<file path="config.mk">
export PLATFORM = sky130hd
export DESIGN_NAME = branchCore
export DESIGN_NICKNAME = d
export VERILOG_FILES = /design/src/source/isaPkg.sv /design/src/source/corePkg.sv /design/src/source/stageIfs.sv /design/src/source/fetchStage.sv /design/src/source/regFile.sv /design/src/source/decodeStage.sv /design/src/source/conditionStage.sv /design/src/source/targetStage.sv /design/src/source/branchCore.sv
export VERILOG_INCLUDE_DIRS = /design/src /design/src/source
export SDC_FILE = /design/constraint.sdc
export NUM_CORES = 2
export LEC_CHECK = 0
export BUFFER_PORTS_ARGS = -buffer_cell sky130_fd_sc_hd__buf_2
export CAP_MARGIN = 20
export CORE_ASPECT_RATIO = 1.5
export CORE_MARGIN = 10
export CORE_UTILIZATION = 40
export CTS_CLUSTER_DIAMETER = 30
export DETAILED_ROUTE_END_ITERATION = 10
export GPL_ROUTABILITY_DRIVEN = 0
export MAX_ROUTING_LAYER = met4
export PLACE_DENSITY = 0.54
export REMOVE_ABC_BUFFERS = 1
export SYNTH_ARGS = -nofsm -noshare
export SYNTH_HDL_FRONTEND = slang
export SYNTH_SLANG_ARGS = --single-unit
</file>
<file path="constraint.sdc">
create_clock -name clk -period 6.8 [get_ports clk]
set_input_delay 0.68 -clock clk [delete_from_list [all_inputs] [get_ports clk]]
set_output_delay 0.68 -clock clk [all_outputs]
set_load 0.005 [all_outputs]
</file>
<file path="src/source/core_config.svh">
`ifndef CORE_CONFIG_SVH
`define CORE_CONFIG_SVH

// Data and instruction word
`define WORD_WIDTH    32

// General register file
`define NUM_REGS      16
`define REG_IDX_WIDTH 4

// Instruction memory, one word per address
`define IMEM_DEPTH    64
`define PC_WIDTH      6

// Constant field C of the branch format
`define OFFSET_WIDTH  19

`endif

</file>
<file path="src/source/isaPkg.sv">
`default_nettype none
`include "core_config.svh"

package isaPkg;

    // Field positions inside the instruction word
    localparam int OpWidth = 5;
    localparam int OpLsb   = 27;   // bits 31..27
    localparam int RaLsb   = 23;   // bits 26..23
    localparam int CondLsb = 19;   // bits 20..19
    localparam int OffLsb  = 0;    // bits 18..0

    typedef logic [`REG_IDX_WIDTH-1:0] regIdxT;
    typedef logic [`OFFSET_WIDTH-1:0]  offsetT;

    // Any code not listed retires as a no-op
    typedef enum logic [OpWidth-1:0] {
        opNop  = 5'b00000,
        opBrch = 5'b10010,
        opHalt = 5'b11011
    } opcodeT;

    // Branch condition on the Ra value
    typedef enum logic [1:0] {
        condZero    = 2'b00,
        condNonZero = 2'b01,
        condPlus    = 2'b10,
        condMinus   = 2'b11
    } condT;

endpackage

`default_nettype wire

</file>
<file path="src/source/corePkg.sv">
`default_nettype none
`include "core_config.svh"

package corePkg;

    // Datapath word, also the register width
    typedef logic [`WORD_WIDTH-1:0] wordT;

    // PC and instruction memory address
    typedef logic [`PC_WIDTH-1:0] pcT;

    // Fetch sequencer
    // fsIdle  waiting for start
    // fsIssue reading the instruction at pc
    // fsWait  one instruction in flight, waiting for redirect
    typedef enum logic [1:0] {
        fsIdle  = 2'b00,
        fsIssue = 2'b01,
        fsWait  = 2'b10
    } fetchStateT;

endpackage

`default_nettype wire

</file>
<file path="src/source/stageIfs.sv">
`timescale 1ns/1ps
`default_nettype none

// Decode to condition stage
interface decodeCondIf;
    logic               valid;
    corePkg::pcT        pc;
    corePkg::wordT      regVal;     // Contents of Ra
    isaPkg::condT       cond;
    corePkg::wordT      offset;     // Sign-extended C
    logic               isBranch;
    logic               isHalt;

    modport dcOut (
        output valid, pc, regVal, cond, offset, isBranch, isHalt
    );

    modport ccIn (
        input valid, pc, regVal, cond, offset, isBranch, isHalt
    );
endinterface

// Condition to target stage
interface condTargetIf;
    logic               valid;
    corePkg::pcT        pc;
    corePkg::wordT      offset;
    logic               takeBranch;  // Output of the condition flip-flop
    logic               isHalt;

    modport ccOut (
        output valid, pc, offset, takeBranch, isHalt
    );

    modport tgIn (
        input valid, pc, offset, takeBranch, isHalt
    );
endinterface

`default_nettype wire

</file>
<file path="src/source/fetchStage.sv">
`timescale 1ns/1ps
`default_nettype none
`include "core_config.svh"

module fetchStage (
    input  logic            clk,
    input  logic            rstN,
    input  logic            start,
    input  logic            imemWrEn,
    input  corePkg::pcT     imemWrAddr,
    input  corePkg::wordT   imemWrData,
    input  logic            redirect,
    input  corePkg::pcT     nextPc,
    input  logic            halt,
    output logic            busy,
    output logic            fetchValid,
    output corePkg::pcT     fetchPc,
    output corePkg::wordT   fetchInstr
);

    corePkg::fetchStateT state;
    corePkg::pcT         pcReg;
    corePkg::wordT       imem [`IMEM_DEPTH];

    // Preload port, only used while idle
    always_ff @(posedge clk) begin
        if (imemWrEn) begin
            imem[imemWrAddr] <= imemWrData;
        end
    end

    // Instruction word and its address travel with fetchValid
    always_ff @(posedge clk) begin
        if (state == corePkg::fsIssue) begin
            fetchInstr <= imem[pcReg];
            fetchPc    <= pcReg;
        end
    end

    always_ff @(posedge clk or negedge rstN) begin
        if (!rstN) begin
            state      <= corePkg::fsIdle;
            pcReg      <= '0;
            fetchValid <= 1'b0;
        end else begin
            fetchValid <= (state == corePkg::fsIssue);
            case (state)
                corePkg::fsIdle: begin
                    if (start) begin
                        state <= corePkg::fsIssue;
                        pcReg <= '0;            // Every run starts at address 0
                    end
                end
                corePkg::fsIssue: begin
                    state <= corePkg::fsWait;
                end
                corePkg::fsWait: begin
                    if (redirect) begin
                        pcReg <= nextPc;        // Halt address on halt
                        state <= halt ? corePkg::fsIdle : corePkg::fsIssue;
                    end
                end
                default: state <= corePkg::fsIdle;
            endcase
        end
    end

    // Drops together with the done pulse of a halt
    assign busy = (state != corePkg::fsIdle) && !(redirect && halt);

    // A retire only comes back while its instruction is in flight
    assert property (@(posedge clk) disable iff (!rstN)
        redirect |-> state == corePkg::fsWait && !fetchValid);

endmodule

`default_nettype wire

</file>
<file path="src/source/regFile.sv">
`timescale 1ns/1ps
`default_nettype none
`include "core_config.svh"

module regFile (
    input  logic            clk,
    input  logic            rstN,
    input  logic            wrEn,
    input  isaPkg::regIdxT  wrAddr,
    input  corePkg::wordT   wrData,
    input  isaPkg::regIdxT  rdAddr,
    output corePkg::wordT   rdData
);

    corePkg::wordT regs [`NUM_REGS];

    always_ff @(posedge clk or negedge rstN) begin
        if (!rstN) begin
            for (int i = 0; i < `NUM_REGS; i++) begin
                regs[i] <= '0;
            end
        end else if (wrEn) begin
            regs[wrAddr] <= wrData;
        end
    end

    // Read sees the value before any write in this cycle
    assign rdData = regs[rdAddr];

endmodule

`default_nettype wire

</file>
<file path="src/source/decodeStage.sv">
`timescale 1ns/1ps
`default_nettype none
`include "core_config.svh"

module decodeStage (
    input  logic            clk,
    input  logic            rstN,
    input  logic            fetchValid,
    input  corePkg::pcT     fetchPc,
    input  corePkg::wordT   fetchInstr,
    input  corePkg::wordT   rdData,
    output isaPkg::regIdxT  rdAddr,
    decodeCondIf.dcOut      dcOut
);

    isaPkg::opcodeT opcode;
    isaPkg::condT   cond;
    isaPkg::offsetT offField;
    corePkg::wordT  offExt;

    always_comb begin
        opcode   = isaPkg::opcodeT'(fetchInstr[isaPkg::OpLsb +: isaPkg::OpWidth]);
        cond     = isaPkg::condT'(fetchInstr[isaPkg::CondLsb +: 2]);
        offField = fetchInstr[isaPkg::OffLsb +: `OFFSET_WIDTH];
        // Replicate the sign bit of C up to a full word
        offExt   = {{(`WORD_WIDTH - `OFFSET_WIDTH){offField[`OFFSET_WIDTH-1]}}, offField};
    end

    // Ra goes straight to the register file read port
    assign rdAddr = fetchInstr[isaPkg::RaLsb +: `REG_IDX_WIDTH];

    always_ff @(posedge clk or negedge rstN) begin
        if (!rstN) begin
            dcOut.valid <= 1'b0;
        end else begin
            dcOut.valid <= fetchValid;
        end
    end

    // Payload loads with the strobe
    always_ff @(posedge clk) begin
        if (fetchValid) begin
            dcOut.pc       <= fetchPc;
            dcOut.regVal   <= rdData;
            dcOut.cond     <= cond;
            dcOut.offset   <= offExt;
            dcOut.isBranch <= (opcode == isaPkg::opBrch);
            dcOut.isHalt   <= (opcode == isaPkg::opHalt);
        end
    end

endmodule

`default_nettype wire

</file>
<file path="src/source/conditionStage.sv">
`timescale 1ns/1ps
`default_nettype none
`include "core_config.svh"

module conditionStage (
    input  logic            clk,
    input  logic            rstN,
    decodeCondIf.ccIn       ccIn,
    condTargetIf.ccOut      ccOut
);

    logic isZero;
    logic condMet;

    always_comb begin
        isZero = (ccIn.regVal == '0);
        case (ccIn.cond)
            isaPkg::condZero:    condMet = isZero;
            isaPkg::condNonZero: condMet = !isZero;
            isaPkg::condPlus:    condMet = !ccIn.regVal[`WORD_WIDTH-1];
            isaPkg::condMinus:   condMet = ccIn.regVal[`WORD_WIDTH-1];
            default:             condMet = 1'b0;
        endcase
    end

    // Condition flip-flop
    always_ff @(posedge clk or negedge rstN) begin
        if (!rstN) begin
            ccOut.valid      <= 1'b0;
            ccOut.takeBranch <= 1'b0;
        end else begin
            ccOut.valid      <= ccIn.valid;
            ccOut.takeBranch <= ccIn.valid && ccIn.isBranch && condMet;  // No-ops never branch
        end
    end

    always_ff @(posedge clk) begin
        if (ccIn.valid) begin
            ccOut.pc     <= ccIn.pc;
            ccOut.offset <= ccIn.offset;
            ccOut.isHalt <= ccIn.isHalt;
        end
    end

    // Only a valid branch can be taken, never a halt
    assert property (@(posedge clk) disable iff (!rstN)
        ccOut.takeBranch |-> ccOut.valid && !ccOut.isHalt);

endmodule

`default_nettype wire

</file>
<file path="src/source/targetStage.sv">
`timescale 1ns/1ps
`default_nettype none
`include "core_config.svh"

module targetStage (
    input  logic            clk,
    input  logic            rstN,
    condTargetIf.tgIn       tgIn,
    output logic            redirect,
    output corePkg::pcT     nextPc,
    output logic            halt,
    output logic            retired,
    output logic            taken,
    output logic            done,
    output corePkg::pcT     pc
);

    corePkg::pcT seqPc;
    corePkg::pcT targetPc;
    corePkg::pcT newPc;
    logic        retireQ;
    logic        haltQ;

    always_comb begin
        seqPc    = tgIn.pc + corePkg::pcT'(1);
        // Only the low bits of the offset matter, addresses wrap at 64
        targetPc = seqPc + tgIn.offset[`PC_WIDTH-1:0];
        if (tgIn.isHalt) begin
            newPc = tgIn.pc;                 // Stop on the halt itself
        end else if (tgIn.takeBranch) begin
            newPc = targetPc;
        end else begin
            newPc = seqPc;
        end
    end

    always_ff @(posedge clk or negedge rstN) begin
        if (!rstN) begin
            retireQ <= 1'b0;
            haltQ   <= 1'b0;
            taken   <= 1'b0;
            pc      <= '0;
        end else begin
            retireQ <= tgIn.valid;
            haltQ   <= tgIn.valid && tgIn.isHalt;
            taken   <= tgIn.valid && tgIn.takeBranch;
            if (tgIn.valid) begin
                pc <= newPc;                 // Committed pc
            end
        end
    end

    // Every retire redirects fetch, halt tells it to stop
    assign redirect = retireQ;
    assign retired  = retireQ;
    assign halt     = haltQ;
    assign done     = haltQ;
    assign nextPc   = pc;

    // A halt retires and never branches
    assert property (@(posedge clk) disable iff (!rstN)
        done |-> retired && !taken);

endmodule

`default_nettype wire

</file>
<file path="src/source/branchCore.sv">
`timescale 1ns/1ps
`default_nettype none

module branchCore (
    input  logic            clk,
    input  logic            rstN,
    input  logic            start,
    input  logic            imemWrEn,
    input  corePkg::pcT     imemWrAddr,
    input  corePkg::wordT   imemWrData,
    input  logic            regWrEn,
    input  isaPkg::regIdxT  regWrAddr,
    input  corePkg::wordT   regWrData,
    output logic            busy,
    output logic            retired,
    output logic            taken,
    output logic            done,
    output corePkg::pcT     pc
);

    logic           fetchValid;
    corePkg::pcT    fetchPc;
    corePkg::wordT  fetchInstr;
    isaPkg::regIdxT rdAddr;
    corePkg::wordT  rdData;
    logic           redirect;
    corePkg::pcT    nextPc;
    logic           halt;

    decodeCondIf dcIf ();
    condTargetIf ctIf ();

    fetchStage uFetch (
        .clk        (clk),
        .rstN       (rstN),
        .start      (start),
        .imemWrEn   (imemWrEn),
        .imemWrAddr (imemWrAddr),
        .imemWrData (imemWrData),
        .redirect   (redirect),
        .nextPc     (nextPc),
        .halt       (halt),
        .busy       (busy),
        .fetchValid (fetchValid),
        .fetchPc    (fetchPc),
        .fetchInstr (fetchInstr)
    );

    regFile uRegs (
        .clk    (clk),
        .rstN   (rstN),
        .wrEn   (regWrEn),
        .wrAddr (regWrAddr),
        .wrData (regWrData),
        .rdAddr (rdAddr),
        .rdData (rdData)
    );

    decodeStage uDecode (
        .clk        (clk),
        .rstN       (rstN),
        .fetchValid (fetchValid),
        .fetchPc    (fetchPc),
        .fetchInstr (fetchInstr),
        .rdData     (rdData),
        .rdAddr     (rdAddr),
        .dcOut      (dcIf.dcOut)
    );

    conditionStage uCond (
        .clk   (clk),
        .rstN  (rstN),
        .ccIn  (dcIf.ccIn),
        .ccOut (ctIf.ccOut)
    );

    targetStage uTarget (
        .clk      (clk),
        .rstN     (rstN),
        .tgIn     (ctIf.tgIn),
        .redirect (redirect),
        .nextPc   (nextPc),
        .halt     (halt),
        .retired  (retired),
        .taken    (taken),
        .done     (done),
        .pc       (pc)
    );

endmodule

`default_nettype wire

</file>
==> metrics.md <==
| Metric | Value |
|---|---|
| Status | `complete, no violations` |
| Req. time, crit path | `7420 ps` |
| Final core utilization | `48.8%` |
| Number of DRC markers in iteration 0 | `2352` |
| I/O pins | `89` |
| Multi-input logic area | `0.0190 mm²` |
| Pre-Repair DR Iteration Count | `5` |
| Final hold slack | `77.8 ps` |
| R2r setup slk | `3330 ps` |
| Yosys top cell area share | `51.4%` |
| CP Capture Type | `flip-flop` |
| CP Launch Type | `flip-flop` |
| Initial antenna violation count | `8` |
| RSZ-0062 raised after global routing | `false` |
| ANT nets after route | `0` |
| Worst Hold Class | `input port to flip-flop` |
| Commonest cells in the netlist | `edfxtp_1 (1172), dfrtp_1 (533), mux2_2 (514)` |
| Area growth, synth to finish | `21.1%` |
| Worst r2r src | `uFetch.pcReg[4]$_DFFE_PN0P_` |
| Max-cap violation count | `0` |
| Final Hold Fails | `0` |
| Hold Path Origin | `start` |
| Crit-path cells | `buf_4 -> inv_2 -> buf_4 -> mux2i_1 -> o22ai_1 -> or4_1` |
| Max FO, Critical Path | `34` |
| Worst EP arrival | `4090 ps` |
| Final Net Count | `3803` |
| Pleak | `29.6 nW` |
| Drt total wl | `174000 µm` |
| Die Area | `0.188 mm²` |
| DPL Wire Length | `98000 µm` |
| Vias in the first global route | `36967` |
| Synth Instances | `3392` |
| DIE WIDTH | `358 µm` |
| Post-CTS setup buffers | `0` |
| EDFF count, synth | `1172` |
| Port bufs | `73` |
| Clk_skew | `47.1 ps` |
| Most common cell in the netlist | `edfxtp_1` |
| Yosys warns | `0` |
| RR Endpoint | `uFetch.fetchInstr[31]$_DFFE_PP_` |
| Yosys reg bits | `1705` |
| CTS Buf Count | `331` |
| Worst IR drop on VDD | `0.000381 V` |
| Total grt overflow | `0` |
| Starting Density | `40.3%` |
| Synth Flop Type | `edfxtp_1` |
| Row count | `185` |
| Layout cells sized above 1 | `43.5%` |
| Via density | `5.49` |
| CP max-delay cell | `inv_2` |
| Storage cell area | `0.0485 mm²` |
| Placed cell count | `5624` |
| Synth area leader | `edfxtp_1` |
| CTS clk-pin slew, worst paths | `50 ps` |
| Post-Syn Area | `0.0684 mm²` |
| Wirelength per Cell | `28.0 µm` |
| CTS max path bufs | `4` |
| Reg2reg path depth | `6` |
| Worst skew pair latency | `910 ps` |
| Setup violators final | `0` |
| Fin cells | `6218` |
| Max Clk Rate | `288 MHz` |
| Period utilization | `51.1%` |
| Least-Margin Pin Slew | `1030 ps` |
| Synth top area cells | `edfxtp_1 (51%), dfrtp_1 (19%), mux4_2 (14%)` |
| Placement-stage worst setup slack | `3280 ps` |
| First-pass GRT wire length | `256000 µm` |
| Fill cell count | `14006` |
| Power per cell area | `410 mW/mm²` |
| Fraction of registers with async set/reset | `31.3%` |
| DRC viols | `0` |
| Crit path kind | `flip-flop to flip-flop` |
| Slew headroom | `30.9%` |
| Hold Crit Depth | `3` |
| Total GRT Usage | `19.0%` |
| Minimum clock period | `3470 ps` |
| Number of clock sinks | `1705` |
| CTS root buffer | `clkbuf_16` |
| Max Slew Vio Count | `0` |
| Core area | `0.170 mm²` |
| Die Ht | `527 µm` |
| Netlist cell types | `60` |
| Most used cell along the critical path | `buf_4` |
| Syn Area/Cell | `20.2 µm²` |
| Post-route setup slack | `3330 ps` |
| Hold EP | `uFetch.state[0]$_DFFE_PN0P_` |
| H-tree levels | `5` |
| Pin count of the biggest net entering global routing | `170` |
| Register area share after synthesis | `70.9%` |
| Worst path max stage delay | `590 ps` |
| CTS tree | `built` |
| Routed via count | `34147` |
worst max-delay path by stage:
stage                                           start                               to  slack [ps]  depth (start not counted)
after global routing      uFetch.pcReg[0]$_DFFE_PN0P_  uFetch.fetchInstr[31]$_DFFE_PP_        3260                          5
after detailed placement  uFetch.pcReg[0]$_DFFE_PN0P_  uFetch.fetchInstr[31]$_DFFE_PP_        3280                          5
after floorplan           uFetch.pcReg[0]$_DFFE_PN0P_  uFetch.fetchInstr[30]$_DFFE_PP_       -5280                          5
after global placement    uFetch.pcReg[0]$_DFFE_PN0P_  uFetch.fetchInstr[31]$_DFFE_PP_        3280                          5
final                     uFetch.pcReg[4]$_DFFE_PN0P_  uFetch.fetchInstr[31]$_DFFE_PP_        3330                          6
after CTS                 uFetch.pcReg[0]$_DFFE_PN0P_  uFetch.fetchInstr[31]$_DFFE_PP_        3280                          5
worst max-delay path: cells and delay by family (launching register included):
kind	cells	cell delay, ps
buf+inv	3	1440
mux	1	560
flops	1	350
compound gates	1	330
simple gates	1	470
cells in the final DEF (no fill, tap or decap), types with 9 or more instances in the layout:
| master | instances |
|---|---|
| a211oi_1 | 9 |
| a221oi_1 | 24 |
| a22oi_1 | 9 |
| and4_1 | 9 |
| buf_12 | 11 |
| buf_2 | 72 |
| buf_4 | 122 |
| bufinv_16 | 36 |
| clkbuf_1 | 48 |
| clkbuf_16 | 337 |
| clkbuf_8 | 14 |
| clkinv_1 | 27 |
| clkinv_2 | 38 |
| clkinv_4 | 27 |
| clkinvlp_4 | 30 |
| dfrtp_1 | 529 |
| edfxtp_1 | 1172 |
| inv_1 | 9 |
| inv_6 | 24 |
| mux2_2 | 514 |
| mux2i_1 | 83 |
| mux4_2 | 432 |
| nand2_1 | 68 |
| nand2b_1 | 9 |
| nand3_1 | 18 |
| nor2_1 | 51 |
| nor2_2 | 32 |
| nor2b_1 | 10 |
| nor3_1 | 9 |
| nor3_2 | 9 |
| o21ai_0 | 31 |
| o22ai_1 | 21 |
layout make-up:
type / count / share of cell area, %
clock buffer: 399 / 10.6
multi-input combinational: 1455 / 22.9
antenna: 6 / 0.0181
sequential: 1705 / 58.6
inverter: 13 / 0.0589
clock inverter: 186 / 2.52
tap: 2244 / 3.39
timing repair buffer: 210 / 1.92
flip-flops by register name, summed over array words and instances, names as in the netlist, 2 cells and up:
register	flops
uFetch.imem	1088
uTarget.nextPc	6
uFetch.fetchPc	6
uDecode.dcOut.regVal	32
uDecode.dcOut.pc	6
uFetch.state	2
uFetch.pcReg	6
uDecode.dcOut.cond	2
uCond.ccOut.pc	6
uDecode.dcOut.offset	6
uCond.ccOut.offset	6
uFetch.fetchInstr	17
uRegs.regs	512
cell families after synthesis:
group,after synthesis,share of synthesized area [%]
flops,1705,70.9
xor+xnor,4,0.0512
compound gates,141,1.41
fa+ha+maj,8,0.157
simple gates,272,1.94
mux,1030,23.9
buf+inv,232,1.61
timing repair:
item | 4_1_cts | 5_1_grt
hold endpoints to repair | 101 | 0
resized for setup | 0 | 0
hold buffers | 1 | 0
stage by stage:
step	setup TNS [ps]	power, mW	cell area (µm²)
floorplan	-97470	17.7	67400
global placement	0	18.3	71800
detailed placement	0	18.4	71900
CTS	0	34.4	82800
global route	0	35.3	82900
finish	0	34.0	82900
report_power, final:
group | total [mW] | internal [mW] | switching, mW
sequential | 12.9 | 12.3 | 0.609
combinational | 5.25 | 2.62 | 2.63
clock | 15.9 | 10.6 | 5.28
metal layers:
metal	part of all wire [%]	track usage, %
met5	0	-
met4	3.2	6.74
met3	4.3	3.19
met2	53	32.3
met1	40	22.8
Power figures use the tool's default switching activity.
